**src/dbg_pkg.sv**
```systemverilog
package dbg_pkg;

  //////////////////////////////
  // Widths and sizes
  //////////////////////////////
  localparam int DATA_W            = 32;
  localparam int LEN_W             = 16;
  localparam int TIME_W            = 32;
  localparam int STAT_WORDS        = 6;
  localparam int STAT_FIFO_DEPTH   = 4;
  localparam int LOOP_FIFO_DEPTH   = 2;
  localparam int PAYLOAD_LEN_RESET = 64;

  //////////////////////////////
  // Types
  //////////////////////////////
  typedef logic [DATA_W-1:0] data_t;

  // Loopback buffer entry
  typedef struct packed {
    data_t data;
    logic  last;
  } beat_t;

  // First member goes out first on the statistics stream
  typedef struct packed {
    data_t payload_len;
    data_t pkt_time;
    data_t idle_time;
    data_t idle_stall;
    data_t midpkt_stall;
    data_t pkt_num;
  } stat_rec_t;

  // Tag for the source of an output beat
  typedef enum logic {
    SRC_LOOP  = 1'b0,
    SRC_STATS = 1'b1
  } src_sel_e;

endpackage

```
**src/stream_if.sv**
```systemverilog
`timescale 1ns/100ps

interface stream_if;

  dbg_pkg::data_t data;
  logic           last;
  logic           valid;
  logic           ready;

  // Producer side
  modport src (output data, last, valid, input ready);
  // Consumer side
  modport snk (input data, last, valid, output ready);
  // Passive observer of the handshake
  modport mon (input data, last, valid, ready);

endinterface

```
**src/stream_fifo.sv**
```systemverilog
`timescale 1ns/100ps

module stream_fifo #(
  parameter type T     = logic,
  parameter int  DEPTH = 2
) (
  input  logic ce_clk,
  input  logic ce_rst,
  input  T     i_data,
  input  logic i_valid,
  output logic o_ready,
  output T     o_data,
  output logic o_valid,
  input  logic i_ready
);

  T                             mem [DEPTH];
  logic [$clog2(DEPTH)-1:0]     wr_ptr;
  logic [$clog2(DEPTH)-1:0]     rd_ptr;
  logic [$clog2(DEPTH + 1)-1:0] count;
  logic                         push;
  logic                         pop;

  assign o_ready = (count < ($clog2(DEPTH + 1))'(DEPTH));
  assign o_valid = (count != '0);
  assign o_data  = mem[rd_ptr];
  assign push    = i_valid && o_ready;
  assign pop     = o_valid && i_ready;

  // Storage
  always_ff @(posedge ce_clk) begin
    if (push) begin
      mem[wr_ptr] <= i_data;
    end
  end

  // Pointers wrap at DEPTH, which need not be a power of two
  always_ff @(posedge ce_clk) begin
    if (ce_rst) begin
      wr_ptr <= '0;
      rd_ptr <= '0;
      count  <= '0;
    end else begin
      if (push) begin
        wr_ptr <= (int'(wr_ptr) == DEPTH - 1) ? '0 : wr_ptr + 1'b1;
      end
      if (pop) begin
        rd_ptr <= (int'(rd_ptr) == DEPTH - 1) ? '0 : rd_ptr + 1'b1;
      end
      if (push && !pop) begin
        count <= count + 1'b1;
      end else if (pop && !push) begin
        count <= count - 1'b1;
      end
    end
  end

  // Pointers meet only when the buffer is empty or full
  a_count_bound : assert property (@(posedge ce_clk) disable iff (ce_rst)
    int'(count) <= DEPTH && ((wr_ptr == rd_ptr) == (count == '0 || int'(count) == DEPTH)));

  // An item written into an empty buffer is the next one out
  a_empty_push : assert property (@(posedge ce_clk) disable iff (ce_rst)
    (push && !o_valid) |=> (o_valid && o_data == $past(i_data)));

endmodule

```
**src/loopback_path.sv**
```systemverilog
`timescale 1ns/100ps

module loopback_path (
  input  logic                      ce_clk,
  input  logic                      ce_rst,
  input  logic                      i_null_sink,
  input  logic                      i_null_src,
  input  logic [dbg_pkg::LEN_W-1:0] i_payload_len,
  stream_if.snk                     in,
  stream_if.src                     out
);

  import dbg_pkg::*;

  beat_t             fifo_in;
  beat_t             fifo_out;
  logic              fifo_in_valid;
  logic              fifo_in_ready;
  logic              fifo_out_valid;
  logic              fifo_out_ready;
  logic              sink_q;
  logic              src_q;
  logic [LEN_W-1:0]  len_q;
  logic [LEN_W-1:0]  beat_cnt;
  logic              busy;
  logic              out_xfer;
  logic              latch_en;

  //////////////////////////////
  // Input buffer
  //////////////////////////////
  assign fifo_in.data  = in.data;
  assign fifo_in.last  = in.last;
  // Null sink swallows the input before the buffer
  assign fifo_in_valid = in.valid && !sink_q;
  assign in.ready      = sink_q ? 1'b1 : fifo_in_ready;

  stream_fifo #(
    .T     (beat_t),
    .DEPTH (LOOP_FIFO_DEPTH)
  ) u_loop_fifo (
    .ce_clk  (ce_clk),
    .ce_rst  (ce_rst),
    .i_data  (fifo_in),
    .i_valid (fifo_in_valid),
    .o_ready (fifo_in_ready),
    .o_data  (fifo_out),
    .o_valid (fifo_out_valid),
    .i_ready (fifo_out_ready)
  );

  //////////////////////////////
  // Mode latch
  //////////////////////////////
  assign out_xfer = out.valid && out.ready;
  // Boundary: last beat leaves, or nothing started and nothing offered
  assign latch_en = (out_xfer && out.last) || (!busy && !out.valid);

  always_ff @(posedge ce_clk) begin
    if (ce_rst) begin
      sink_q   <= 1'b0;
      src_q    <= 1'b0;
      len_q    <= LEN_W'(PAYLOAD_LEN_RESET);
      busy     <= 1'b0;
      beat_cnt <= LEN_W'(1);
    end else begin
      if (out_xfer) begin
        busy <= !out.last;
      end
      if (latch_en) begin
        sink_q <= i_null_sink;
        src_q  <= i_null_src;
        len_q  <= i_payload_len;
      end
      // Zero generator beat number, restarts after every packet
      if (out_xfer && out.last) begin
        beat_cnt <= LEN_W'(1);
      end else if (out_xfer && src_q) begin
        beat_cnt <= beat_cnt + 1'b1;
      end
    end
  end

  // Output select
  assign out.data       = src_q ? '0 : fifo_out.data;
  assign out.last       = src_q ? (beat_cnt >= len_q) : fifo_out.last;
  assign out.valid      = src_q ? 1'b1 : (fifo_out_valid && !sink_q);
  // Buffer only drains in plain loopback
  assign fifo_out_ready = !src_q && !sink_q && out.ready;

endmodule

```
**src/pkt_stats.sv**
```systemverilog
`timescale 1ns/100ps

module pkt_stats (
  input  logic               ce_clk,
  input  logic               ce_rst,
  stream_if.mon              mon,
  output dbg_pkg::stat_rec_t o_rec,
  output logic               o_rec_valid
);

  import dbg_pkg::*;

  typedef enum logic {
    S_FIRST_LINE,
    S_LAST_LINE
  } state_e;

  state_e            state;
  logic              xfer;
  logic              first_line;
  logic              pkt_end;
  logic [LEN_W-1:0]  beats;
  logic [LEN_W-1:0]  beats_next;
  logic [TIME_W-1:0] local_time;
  logic [TIME_W-1:0] start_time;
  logic [TIME_W-1:0] prev_stop;
  logic [TIME_W-1:0] idle_time_q;
  data_t             idle_stall;
  data_t             midpkt_stall;
  data_t             pkt_num;

  assign xfer       = mon.valid && mon.ready;
  assign first_line = (state == S_FIRST_LINE);
  assign pkt_end    = xfer && mon.last;
  assign beats_next = first_line ? LEN_W'(1) : beats + 1'b1;

  // Free-running time base
  always_ff @(posedge ce_clk) begin
    if (ce_rst) begin
      local_time <= '0;
    end else begin
      local_time <= local_time + 1'b1;
    end
  end

  //////////////////////////////
  // Packet measurement FSM
  //////////////////////////////
  always_ff @(posedge ce_clk) begin
    if (ce_rst) begin
      state        <= S_FIRST_LINE;
      beats        <= '0;
      idle_stall   <= '0;
      midpkt_stall <= '0;
      prev_stop    <= '0;
      pkt_num      <= '0;
      o_rec_valid  <= 1'b0;
    end else begin
      o_rec_valid <= pkt_end;
      if (xfer) begin
        beats <= beats_next;
      end
      case (state)
        S_FIRST_LINE: begin
          if (!xfer) begin
            idle_stall <= idle_stall + 1'b1;
          end else if (!mon.last) begin
            state <= S_LAST_LINE;
          end
        end
        S_LAST_LINE: begin
          if (!xfer) begin
            midpkt_stall <= midpkt_stall + 1'b1;
          end
        end
        default: state <= S_FIRST_LINE;
      endcase
      // Packet done, start over for the next one
      if (pkt_end) begin
        state        <= S_FIRST_LINE;
        beats        <= '0;
        idle_stall   <= '0;
        midpkt_stall <= '0;
        prev_stop    <= local_time;
        pkt_num      <= pkt_num + 1'b1;
      end
    end
  end

  // Record fields, a single-beat packet is complete on its first line
  always_ff @(posedge ce_clk) begin
    if (xfer && first_line) begin
      start_time  <= local_time;
      idle_time_q <= local_time - prev_stop;
    end
    if (pkt_end) begin
      o_rec.payload_len  <= DATA_W'(beats_next);
      o_rec.pkt_time     <= first_line ? '0 : data_t'(local_time - start_time);
      o_rec.idle_time    <= first_line ? data_t'(local_time - prev_stop) : data_t'(idle_time_q);
      o_rec.idle_stall   <= idle_stall;
      o_rec.midpkt_stall <= midpkt_stall;
      o_rec.pkt_num      <= pkt_num;
    end
  end

  // Back-to-back records only come from single-beat packets
  a_rec_spacing : assert property (@(posedge ce_clk) disable iff (ce_rst)
    o_rec_valid |=> (!o_rec_valid || o_rec.payload_len == 32'd1));

endmodule

```
**src/stats_emitter.sv**
```systemverilog
`timescale 1ns/100ps

module stats_emitter (
  input  logic               ce_clk,
  input  logic               ce_rst,
  input  dbg_pkg::stat_rec_t i_rec,
  input  logic               i_rec_valid,
  stream_if.src              out
);

  import dbg_pkg::*;

  stat_rec_t                         q_rec;
  logic                              q_ready;
  logic                              q_valid;
  logic                              q_pop;
  data_t [0:STAT_WORDS-1]            words;
  logic [$clog2(STAT_WORDS)-1:0]     word_idx;
  logic                              word_last;

  // Records arriving while the queue is full are lost
  stream_fifo #(
    .T     (stat_rec_t),
    .DEPTH (STAT_FIFO_DEPTH)
  ) u_rec_fifo (
    .ce_clk  (ce_clk),
    .ce_rst  (ce_rst),
    .i_data  (i_rec),
    .i_valid (i_rec_valid && q_ready),
    .o_ready (q_ready),
    .o_data  (q_rec),
    .o_valid (q_valid),
    .i_ready (q_pop)
  );

  //////////////////////////////
  // Serializer
  //////////////////////////////
  assign words     = q_rec;
  assign word_last = (int'(word_idx) == STAT_WORDS - 1);

  assign out.data  = words[word_idx];
  assign out.last  = word_last;
  assign out.valid = q_valid;

  // Record leaves the queue with its final word
  assign q_pop = out.valid && out.ready && word_last;

  always_ff @(posedge ce_clk) begin
    if (ce_rst) begin
      word_idx <= '0;
    end else if (out.valid && out.ready) begin
      word_idx <= word_last ? '0 : word_idx + 1'b1;
    end
  end

endmodule

```
**src/out_arbiter.sv**
```systemverilog
`timescale 1ns/100ps

module out_arbiter (
  input  logic              ce_clk,
  input  logic              ce_rst,
  stream_if.snk             loop_in,
  stream_if.snk             stats_in,
  output dbg_pkg::data_t    o_tdata,
  output logic              o_tlast,
  output logic              o_tvalid,
  output dbg_pkg::src_sel_e o_tsrc,
  input  logic              i_tready
);

  import dbg_pkg::*;

  logic     locked;
  src_sel_e grant_q;
  src_sel_e last_served;
  src_sel_e pick;
  src_sel_e sel;

  // Round robin when both have a packet waiting
  always_comb begin
    if (loop_in.valid && stats_in.valid) begin
      pick = (last_served == SRC_LOOP) ? SRC_STATS : SRC_LOOP;
    end else if (stats_in.valid) begin
      pick = SRC_STATS;
    end else begin
      pick = SRC_LOOP;
    end
  end

  assign sel = locked ? grant_q : pick;

  //////////////////////////////
  // Forwarding
  //////////////////////////////
  assign o_tsrc         = sel;
  assign o_tdata        = (sel == SRC_STATS) ? stats_in.data : loop_in.data;
  assign o_tlast        = (sel == SRC_STATS) ? stats_in.last : loop_in.last;
  assign o_tvalid       = (sel == SRC_STATS) ? stats_in.valid : loop_in.valid;
  assign loop_in.ready  = (sel == SRC_LOOP) && i_tready;
  assign stats_in.ready = (sel == SRC_STATS) && i_tready;

  // Grant sticks from the first offered beat until last transfers
  always_ff @(posedge ce_clk) begin
    if (ce_rst) begin
      locked      <= 1'b0;
      grant_q     <= SRC_LOOP;
      last_served <= SRC_STATS;
    end else if (o_tvalid) begin
      grant_q <= sel;
      locked  <= !(i_tready && o_tlast);
      if (i_tready && o_tlast) begin
        last_served <= sel;
      end
    end
  end

  a_grant_hold : assert property (@(posedge ce_clk) disable iff (ce_rst)
    (o_tvalid && i_tready && !o_tlast) |=> (o_tsrc == $past(o_tsrc)));

  // Stalled beat stays put, relies on both sources holding their data
  a_stall_hold : assert property (@(posedge ce_clk) disable iff (ce_rst)
    (o_tvalid && !i_tready) |=> (o_tvalid && $stable(o_tdata) && $stable(o_tsrc)));

endmodule

```
**src/noc_debug_top.sv**
```systemverilog
`timescale 1ns/100ps

module noc_debug_top (
  input  logic                      ce_clk,
  input  logic                      ce_rst,
  input  dbg_pkg::data_t            i_tdata,
  input  logic                      i_tlast,
  input  logic                      i_tvalid,
  output logic                      o_tready,
  output dbg_pkg::data_t            o_tdata,
  output logic                      o_tlast,
  output logic                      o_tvalid,
  output dbg_pkg::src_sel_e         o_tsrc,
  input  logic                      i_tready,
  input  logic                      i_null_sink,
  input  logic                      i_null_src,
  input  logic [dbg_pkg::LEN_W-1:0] i_payload_len
);

  import dbg_pkg::*;

  stream_if  in_s ();
  stream_if  loop_s ();
  stream_if  stat_s ();
  stat_rec_t rec;
  logic      rec_valid;

  // Input port onto the internal stream
  assign in_s.data  = i_tdata;
  assign in_s.last  = i_tlast;
  assign in_s.valid = i_tvalid;
  assign o_tready   = in_s.ready;

  loopback_path u_loopback (
    .ce_clk        (ce_clk),
    .ce_rst        (ce_rst),
    .i_null_sink   (i_null_sink),
    .i_null_src    (i_null_src),
    .i_payload_len (i_payload_len),
    .in            (in_s),
    .out           (loop_s)
  );

  pkt_stats u_stats (
    .ce_clk      (ce_clk),
    .ce_rst      (ce_rst),
    .mon         (in_s),
    .o_rec       (rec),
    .o_rec_valid (rec_valid)
  );

  stats_emitter u_emitter (
    .ce_clk      (ce_clk),
    .ce_rst      (ce_rst),
    .i_rec       (rec),
    .i_rec_valid (rec_valid),
    .out         (stat_s)
  );

  out_arbiter u_arbiter (
    .ce_clk   (ce_clk),
    .ce_rst   (ce_rst),
    .loop_in  (loop_s),
    .stats_in (stat_s),
    .o_tdata  (o_tdata),
    .o_tlast  (o_tlast),
    .o_tvalid (o_tvalid),
    .o_tsrc   (o_tsrc),
    .i_tready (i_tready)
  );

endmodule

```
**config.mk**
```make
export PLATFORM = sky130hd
export DESIGN_NAME = noc_debug_top
export DESIGN_NICKNAME = d
export VERILOG_FILES = /design/src/dbg_pkg.sv /design/src/stream_if.sv /design/src/stream_fifo.sv /design/src/loopback_path.sv /design/src/pkt_stats.sv /design/src/stats_emitter.sv /design/src/out_arbiter.sv /design/src/noc_debug_top.sv
export SDC_FILE = /design/constraint.sdc
export NUM_CORES = 1
export LEC_CHECK = 0
export ABC_AREA = 1
export BUFFER_PORTS_ARGS = -buffer_cell sky130_fd_sc_hd__buf_2
export CAP_MARGIN = 20
export CORE_ASPECT_RATIO = 1.5
export CORE_MARGIN = 1.5
export CORE_UTILIZATION = 60
export CTS_CLUSTER_SIZE = 30
export DETAILED_ROUTE_END_ITERATION = 12
export PLACE_DENSITY = 0.79
export SLEW_MARGIN = 25
export SYNTH_ARGS = -nofsm -noshare
export SYNTH_HDL_FRONTEND = slang
export SYNTH_HIERARCHICAL = 1
export SYNTH_SLANG_ARGS = --single-unit
export TNS_END_PERCENT = 10
```
**constraint.sdc**
```tcl
create_clock -name ce_clk -period 16.5 [get_ports ce_clk]
set_input_delay 3.3 -clock ce_clk [delete_from_list [all_inputs] [get_ports ce_clk]]
set_output_delay 3.3 -clock ce_clk [all_outputs]
set_load 0.1 [all_outputs]
```
# After elaboration in Yosys (flattened, before gate mapping)
# Memories as Yosys holds them, arrays and structs flattened. A register that Yosys moved wholly into a read port is not among the register bits.
# Cells that the tools add are included.
dict set report totals {
  register_bits 470
  ramBits 770
  inputBits 55
  out_inout_bits 36
  wordCells 143
  n_memories 2
}
dict set report classes {
  add_sub_neg 17
  order_cmp 4
  eq_ne 3
  muxes 36
  bitwise_logic 4
  reduce_logical 46
}
# memory depth width rd rd_ports_with_merged_regs write_ports line_no
set memory_table {}
lappend memory_table {u_emitter.u_rec_fifo.mem 4 176 1 1 1 stream_fifo.sv:17} ;# T mem [DEPTH];
lappend memory_table {u_loopback.u_loop_fifo.mem 2 33 1 1 1 stream_fifo.sv:17}
# cell n
set ops {}
lappend ops {{32-bit 2-to-1 mux} 5}
lappend ops {{32-bit by 1-bit adder with 32-bit output, second input constant} 4}
lappend ops {{32-bit binary-select mux with 3-bit select} 1}
lappend ops {{32-bit subtractor} 2}
lappend ops {{16-bit by 1-bit adder with 16-bit output, second input constant} 2}
lappend ops {{1-bit logical AND} 26}
lappend ops {{1-bit 2-to-1 mux} 20}
lappend ops {{16-bit greater-or-equal comparator} 1}
lappend ops {{16-bit 2-to-1 mux} 1}
lappend ops {{2-bit 2-to-1 mux} 6}
lappend ops {{1-bit logical NOT} 10}
lappend ops {{3-bit 2-to-1 mux} 3}
lappend ops {{2-bit by 1-bit adder with 2-bit output, second input constant} 3}
lappend ops {{3-bit by 1-bit adder with 3-bit output, second input constant} 2}
lappend ops {{2-bit AND reduction} 3}
lappend ops {{2-bit nonzero test} 3}
lappend ops {{2-bit by 1-bit == test with 1-bit output, second input constant} 2}
lappend ops {{4-bit greater-or-equal comparator, second input constant} 1}
lappend ops {{3-bit inverter with 4-bit output} 1}
lappend ops {{2-bit OR reduction} 2}
lappend ops {{3-bit == test, second input constant} 1}
lappend ops {{3-bit < comparator, second input constant} 1}
lappend ops {{1-bit inverter} 3}
lappend ops {{3-bit nonzero test} 1}
lappend ops {{5 further kinds} 6}

# Depth between registers and ports, before layout
dict set report logic_depth {
  depth_word 13
  ltp_mapped 25
  depth_no_buf 23
}

# Modules after synthesis
# Netlist, hierarchy kept.
# mod instances cells_per_inst area_per_inst_um2 seq_area_each_um2
set modules_own_cells {}
lappend modules_own_cells {{stream_fifo at u_emitter.u_rec_fifo} 1 1921 28974.0 23242.3}
lappend modules_own_cells {pkt_stats 1 2730 21416.8 10770.3}
lappend modules_own_cells {{stream_fifo at u_loopback.u_loop_fifo} 1 138 2768.9 2082.0}
lappend modules_own_cells {loopback_path 1 348 2308.5 700.7}
lappend modules_own_cells {stats_emitter 1 538 2223.4 60.1}
lappend modules_own_cells {out_arbiter 1 136 665.6 60.1}

# Worst setup path after synthesis
# OpenSTA, ideal clock, no wires.
dict set report synth_path {
  path_kind {reg-to-reg}
  from {reg u_emitter.u_rec_fifo.count[2]}
  to {mem u_emitter/u_rec_fifo/mem[0][0] in the netlist's numbering, enable pin}
  setup_ns 0.748
  arrival_time_ns 8.584
  t_required_ns 15.752
  slack_ns 7.168
  stages_incl_launch_ff 6
  path_buffers 0
  synth_period_minus_slack_ns 9.332
  path_cell_list {dfxtp_1 inv_1 nand2_1 inv_1 nand2_1 nor2_1}
}
dict set report synth_between {
  elab_chain_len 5
}
# element line_no
set synth_lines {}
lappend synth_lines {{start, declared} stream_fifo.sv:20} ;# logic [$clog2(DEPTH + 1)-1:0] count;
lappend synth_lines {{start signal, assigned} stream_fifo.sv:51} ;# count <= count + 1'b1;
lappend synth_lines {{start signal, assigned} stream_fifo.sv:53} ;# count <= count - 1'b1;
lappend synth_lines {{3-bit < comparator *} stream_fifo.sv:24} ;# assign o_ready = (count < ($clog2(DEPTH + 1))'(DEPTH));
lappend synth_lines {{named net u_emitter.q_ready} stats_emitter.sv:14} ;# logic q_ready;
lappend synth_lines {{1-bit logical AND} stats_emitter.sv:29} ;# .i_valid (i_rec_valid && q_ready),
lappend synth_lines {{1-bit logical AND *} stream_fifo.sv:27} ;# assign push = i_valid && o_ready;
lappend synth_lines {{1-bit 2-to-1 mux *} stream_fifo.sv:32} ;# if (push) begin
lappend synth_lines {{1-bit 2-to-1 mux (implied by the code) *} stream_fifo.sv:33} ;# mem[wr_ptr] <= i_data;
lappend synth_lines {{end, declared} stream_fifo.sv:17}
# Mark *: on every way through the listed nets, which the timed path passes. The rest lies on a longest branch.

==> results by group <==
Clock tree
  – TritonCTS Sinks: between 1,000 and 1,500
  – H-tree levels: 3
  – CTS tree: yes
  – Cts hold-fix bufs: 0
  – Clock transition at the registers of the reported paths: approximately 0.070 ns
  – Post-CTS Setup Bufs: 0
  – Max Buffers Root-to-Sink: 3
  – Number of cells upsized or downsized after cts: 0
  – Root Driver: clkbuf_16
  – CTS Buf Count: between 100 and 150
  – Clock Latency Late Sink: approximately 0.73 ns

Placement
  – I/O Buffers: 90
  – Area of placed instances: 59,400 um2
  – DPL Wire Length: slightly below 100,000 um
  – Final GP Congestion: about 1

Yosys
  – Mapped Cells: 5,811
  – Synth cell types: 60
  – Synth Register Bits: around 1,300
  – Fraction of the yosys area taken by sequential cells: 63.3%
  – Synthesis warning total: 6
  – Number of synthesized flops with an enable pin: between 1,000 and 1,500
  – Ys flop type: edfxtp_1
  – Syn Area/Cell: approximately 10 um2
  – Mapped Area: 58,400 um2
  – Synth async-reset ratio: 0%

Hold path
  – Hold depth: 0
  – Hold EP: u_stats/o_rec[75]
  – Hold Crit Start: u_stats/idle_stall[11]
  – Worst Hold Class: reg2reg

Cells and area
  – Design area: about 63,000 um2
  – # fillers: 7,169
  – Nets: 5,980
  – Layout cells sized above 1: between 7 and 8%
  – P&R area growth vs syn: 8.37%

Routing
  – Post-Route WL: between 100,000 and 150,000 um
  – Vias per cell: just under 6
  – Routed len/inst: around 21 um
  – DRT iter0 DRCs: between 4,000 and 5,000
  – DRC: 0
  – Detail Route Antenna Nets: 0
  – Vias: roughly 42,000
  – Drt first pass iters: 5

Global route
  – Initial antenna violation count: 2
  – GRT overflow: 0
  – Pin count of the biggest net entering global routing: around 220
  – GRT Total Usage: 30.0%
  – Global-route wire length before repair: between 200,000 and 250,000 um
  – Number of global-route vias before repair: between 40,000 and 50,000

Timing
  – WHS: 0.431 ns
  – Worst slew pin tran: 1.09 ns
  – Rel. slew slack: 27.3%
  – Final Hold Violating Endpoints: 0
  – RSZ-0062 raised after global routing: no
  – Pins over their slew limit: 0
  – Setup TNS: 0 ns
  – Max Clk Rate: approximately 120 MHz
  – Setup violators final: 0
  – Final Skew: around 0.022 ns
  – Min Clock Period, post-route: between 8 and 9 ns
  – Period utilisation layout: 50.9%

Worst setup path
  – Worst Path Arrival: 5.10 ns
  – Max FO, Critical Path: a little under 90
  – Critical R2R Capture: u_stats/o_rec[168]
  – Startpoint Class: flop
  – Internal reg-to-reg setup slack: roughly 12 ns
  – CP max stage delay: approximately 0.84 ns
  – Most used cell, CP: nand2_1
  – Launch point of the worst reg-to-reg path: u_loopback/u_loop_fifo/count[1]
  – Worst setup EP type: output pin
  – CP Class: reg2out
  – Critical-path top delay cell: dfxtp_4
  – Critical-path cell list: buf_4 -> buf_4 -> o21ai_0 -> o22ai_1 -> nand2_1 -> nand2_1 -> nand2_1 -> nand2_1 -> nand2_1 -> nand2_1 -> nand2_1 -> nand2_1 -> buf_2
  – R2R depth: 8
  – Critical Path RT: around 13 ns

Die
  – Core box area: between 90,000 and 100,000 um2
  – Die X-Extent: 258 um
  – Die Area: 99,200 um2
  – Die span in y: about 380 um
  – IO Pins: 91
  – Row count: between 100 and 150
  – Initial Util: 60.8%

Run status
  – Status: finished clean

Pwr
  – Leakage power total: 0.0242 uW
  – VDD IR max: approximately 0.00021 V
  – Pwr dens: roughly 130 nW/um2

Job
  – Max Cap Violations: 0
## registers in the layout, summed over array words and instances (netlist names), 32 cells and up, named ones only
signal	cells
u_stats/o_rec	176
u_loopback/u_loop_fifo/mem	66
u_stats/idle_time_q	32
u_stats/local_time	32
u_stats/start_time	32
u_stats/idle_stall	32
u_emitter/u_rec_fifo/mem	768
u_stats/midpkt_stall	32
u_stats/prev_stop	32
u_stats/pkt_num	32
## per-stage QoR
stage	total power [uW]	instances	util, %	setup slack (ns)
final	8000	7201	65.9	8.10
after detailed placement	5300	6985	61.8	9.05
after floorplan	5010	5826	-	7.17
after global routing	8260	7200	65.9	7.90
after CTS	8020	7200	65.9	8.21
after global placement	5260	6982	61.8	9.06
## final cells by class
type	instances	area, um2	share of cell area, %
multi-input combinational	3685	17800	28.1
sequential	1307	36900	58.4
clock inverter	70	790	1.25
inverter	592	2250	3.57
timing repair buffer	132	838	1.33
antenna	1	2.50	0.00396
clock buffer	145	3080	4.87
tap	1269	1590	2.51
## cells by family after synthesis
| group | synth area share (%) |
|---|---|
| AND/OR/NAND/NOR | 17.9 |
| flip-flops | 63.3 |
| AO/OA/AOI/OAI | 8.82 |
| buffers and inverters | 6.51 |
| adder cells (fa/ha/maj) | 2.05 |
| XOR/XNOR | 0.630 |
| multiplexers | 0.830 |
| other | 0.00643 |
## critical path, delay by kind of cell, from the launching register on
kind	cells	cell delay, ns
buf+inv	3	2.07
simple gates	8	0.88
flops	1	0.84
compound gates	2	0.45
## power by group
part	internal, uW	total, uW	switching [uW]
logic	287	1350	1060
clock network	1560	2750	1190
registers	3800	3890	97.0
## cells in the final DEF, fill, tap and decap left out, drive strengths merged, types with 9 or more instances in the layout
cell	n
nand2	1323
o21a	9
inv	594
dfxtp	233
edfxtp	1074
conb	16
mux2	33
bufinv	15
clkinv	47
nor3	88
nor2	859
nand4	26
ha	91
nand3	186
o22ai	221
xor2	35
o21ai	501
o21bai	9
nand3b	25
a21oi	200
buf	132
and2	18
clkbuf	145
## routing by layer
| metal | wire, um | GRT usage (%) | part of all wire [%] | vias to the layer above |
|---|---|---|---|---|
| li1 | - | - | - | 19600 |
| met1 | 54500 | 36.4 | 36 | 19900 |
| met2 | 73200 | 50.6 | 49 | 2005 |
| met3 | 11600 | 3.74 | 7.7 | 431 |
| met4 | 10600 | 19.8 | 7.1 | 0 |
| met5 | 0 | 0 | 0 | - |
## worst max path at each step
stage	start	endpoint	slack (ns)	cells past startpoint
global route	flop	o_tdata[17]	7.90	13
finish	flop	o_tdata[3]	8.10	13
global placement	flop	o_tdata[16]	9.06	13
CTS	flop	o_tdata[17]	8.21	13
detailed placement	flop	o_tdata[17]	9.05	13
floorplan	u_emitter/u_rec_fifo/count[2]	u_emitter/u_rec_fifo/mem[0][0]	7.17	5
## synthesized netlist by cell type, types with 7 or more instances
cell type     n  area share, %
nand2_1    1304            8.4
edfxtp_1   1074             55
nor2_1      831            5.3
inv_1       580            3.7
o21ai_0     370            3.2
dfxtp_1     233            8.0
o22ai_1     221            2.4
a21oi_1     199            1.7
nand3_1     176            1.5
o21ai_1     131            1.1
clkbuf_1     97           0.62
ha_1         91            2.0
nor3_1       82           0.70
buf_6        49           0.95
buf_2        48           0.41
xor2_1       35           0.53
mux2_4       30           0.77
nand3b_1     25           0.32
nand4_1      25           0.27
buf_4        24           0.31
nor2_2       20           0.21
and2_1       18           0.19
nand2_2      15           0.16
buf_1        11          0.071
nand3_2       9           0.15
o21a_1        9           0.12
o21bai_1      9           0.12
inv_2         7          0.045
nor2_4        7           0.14
xnor2_1       7           0.11
Power figures use the tool's default switching activity.
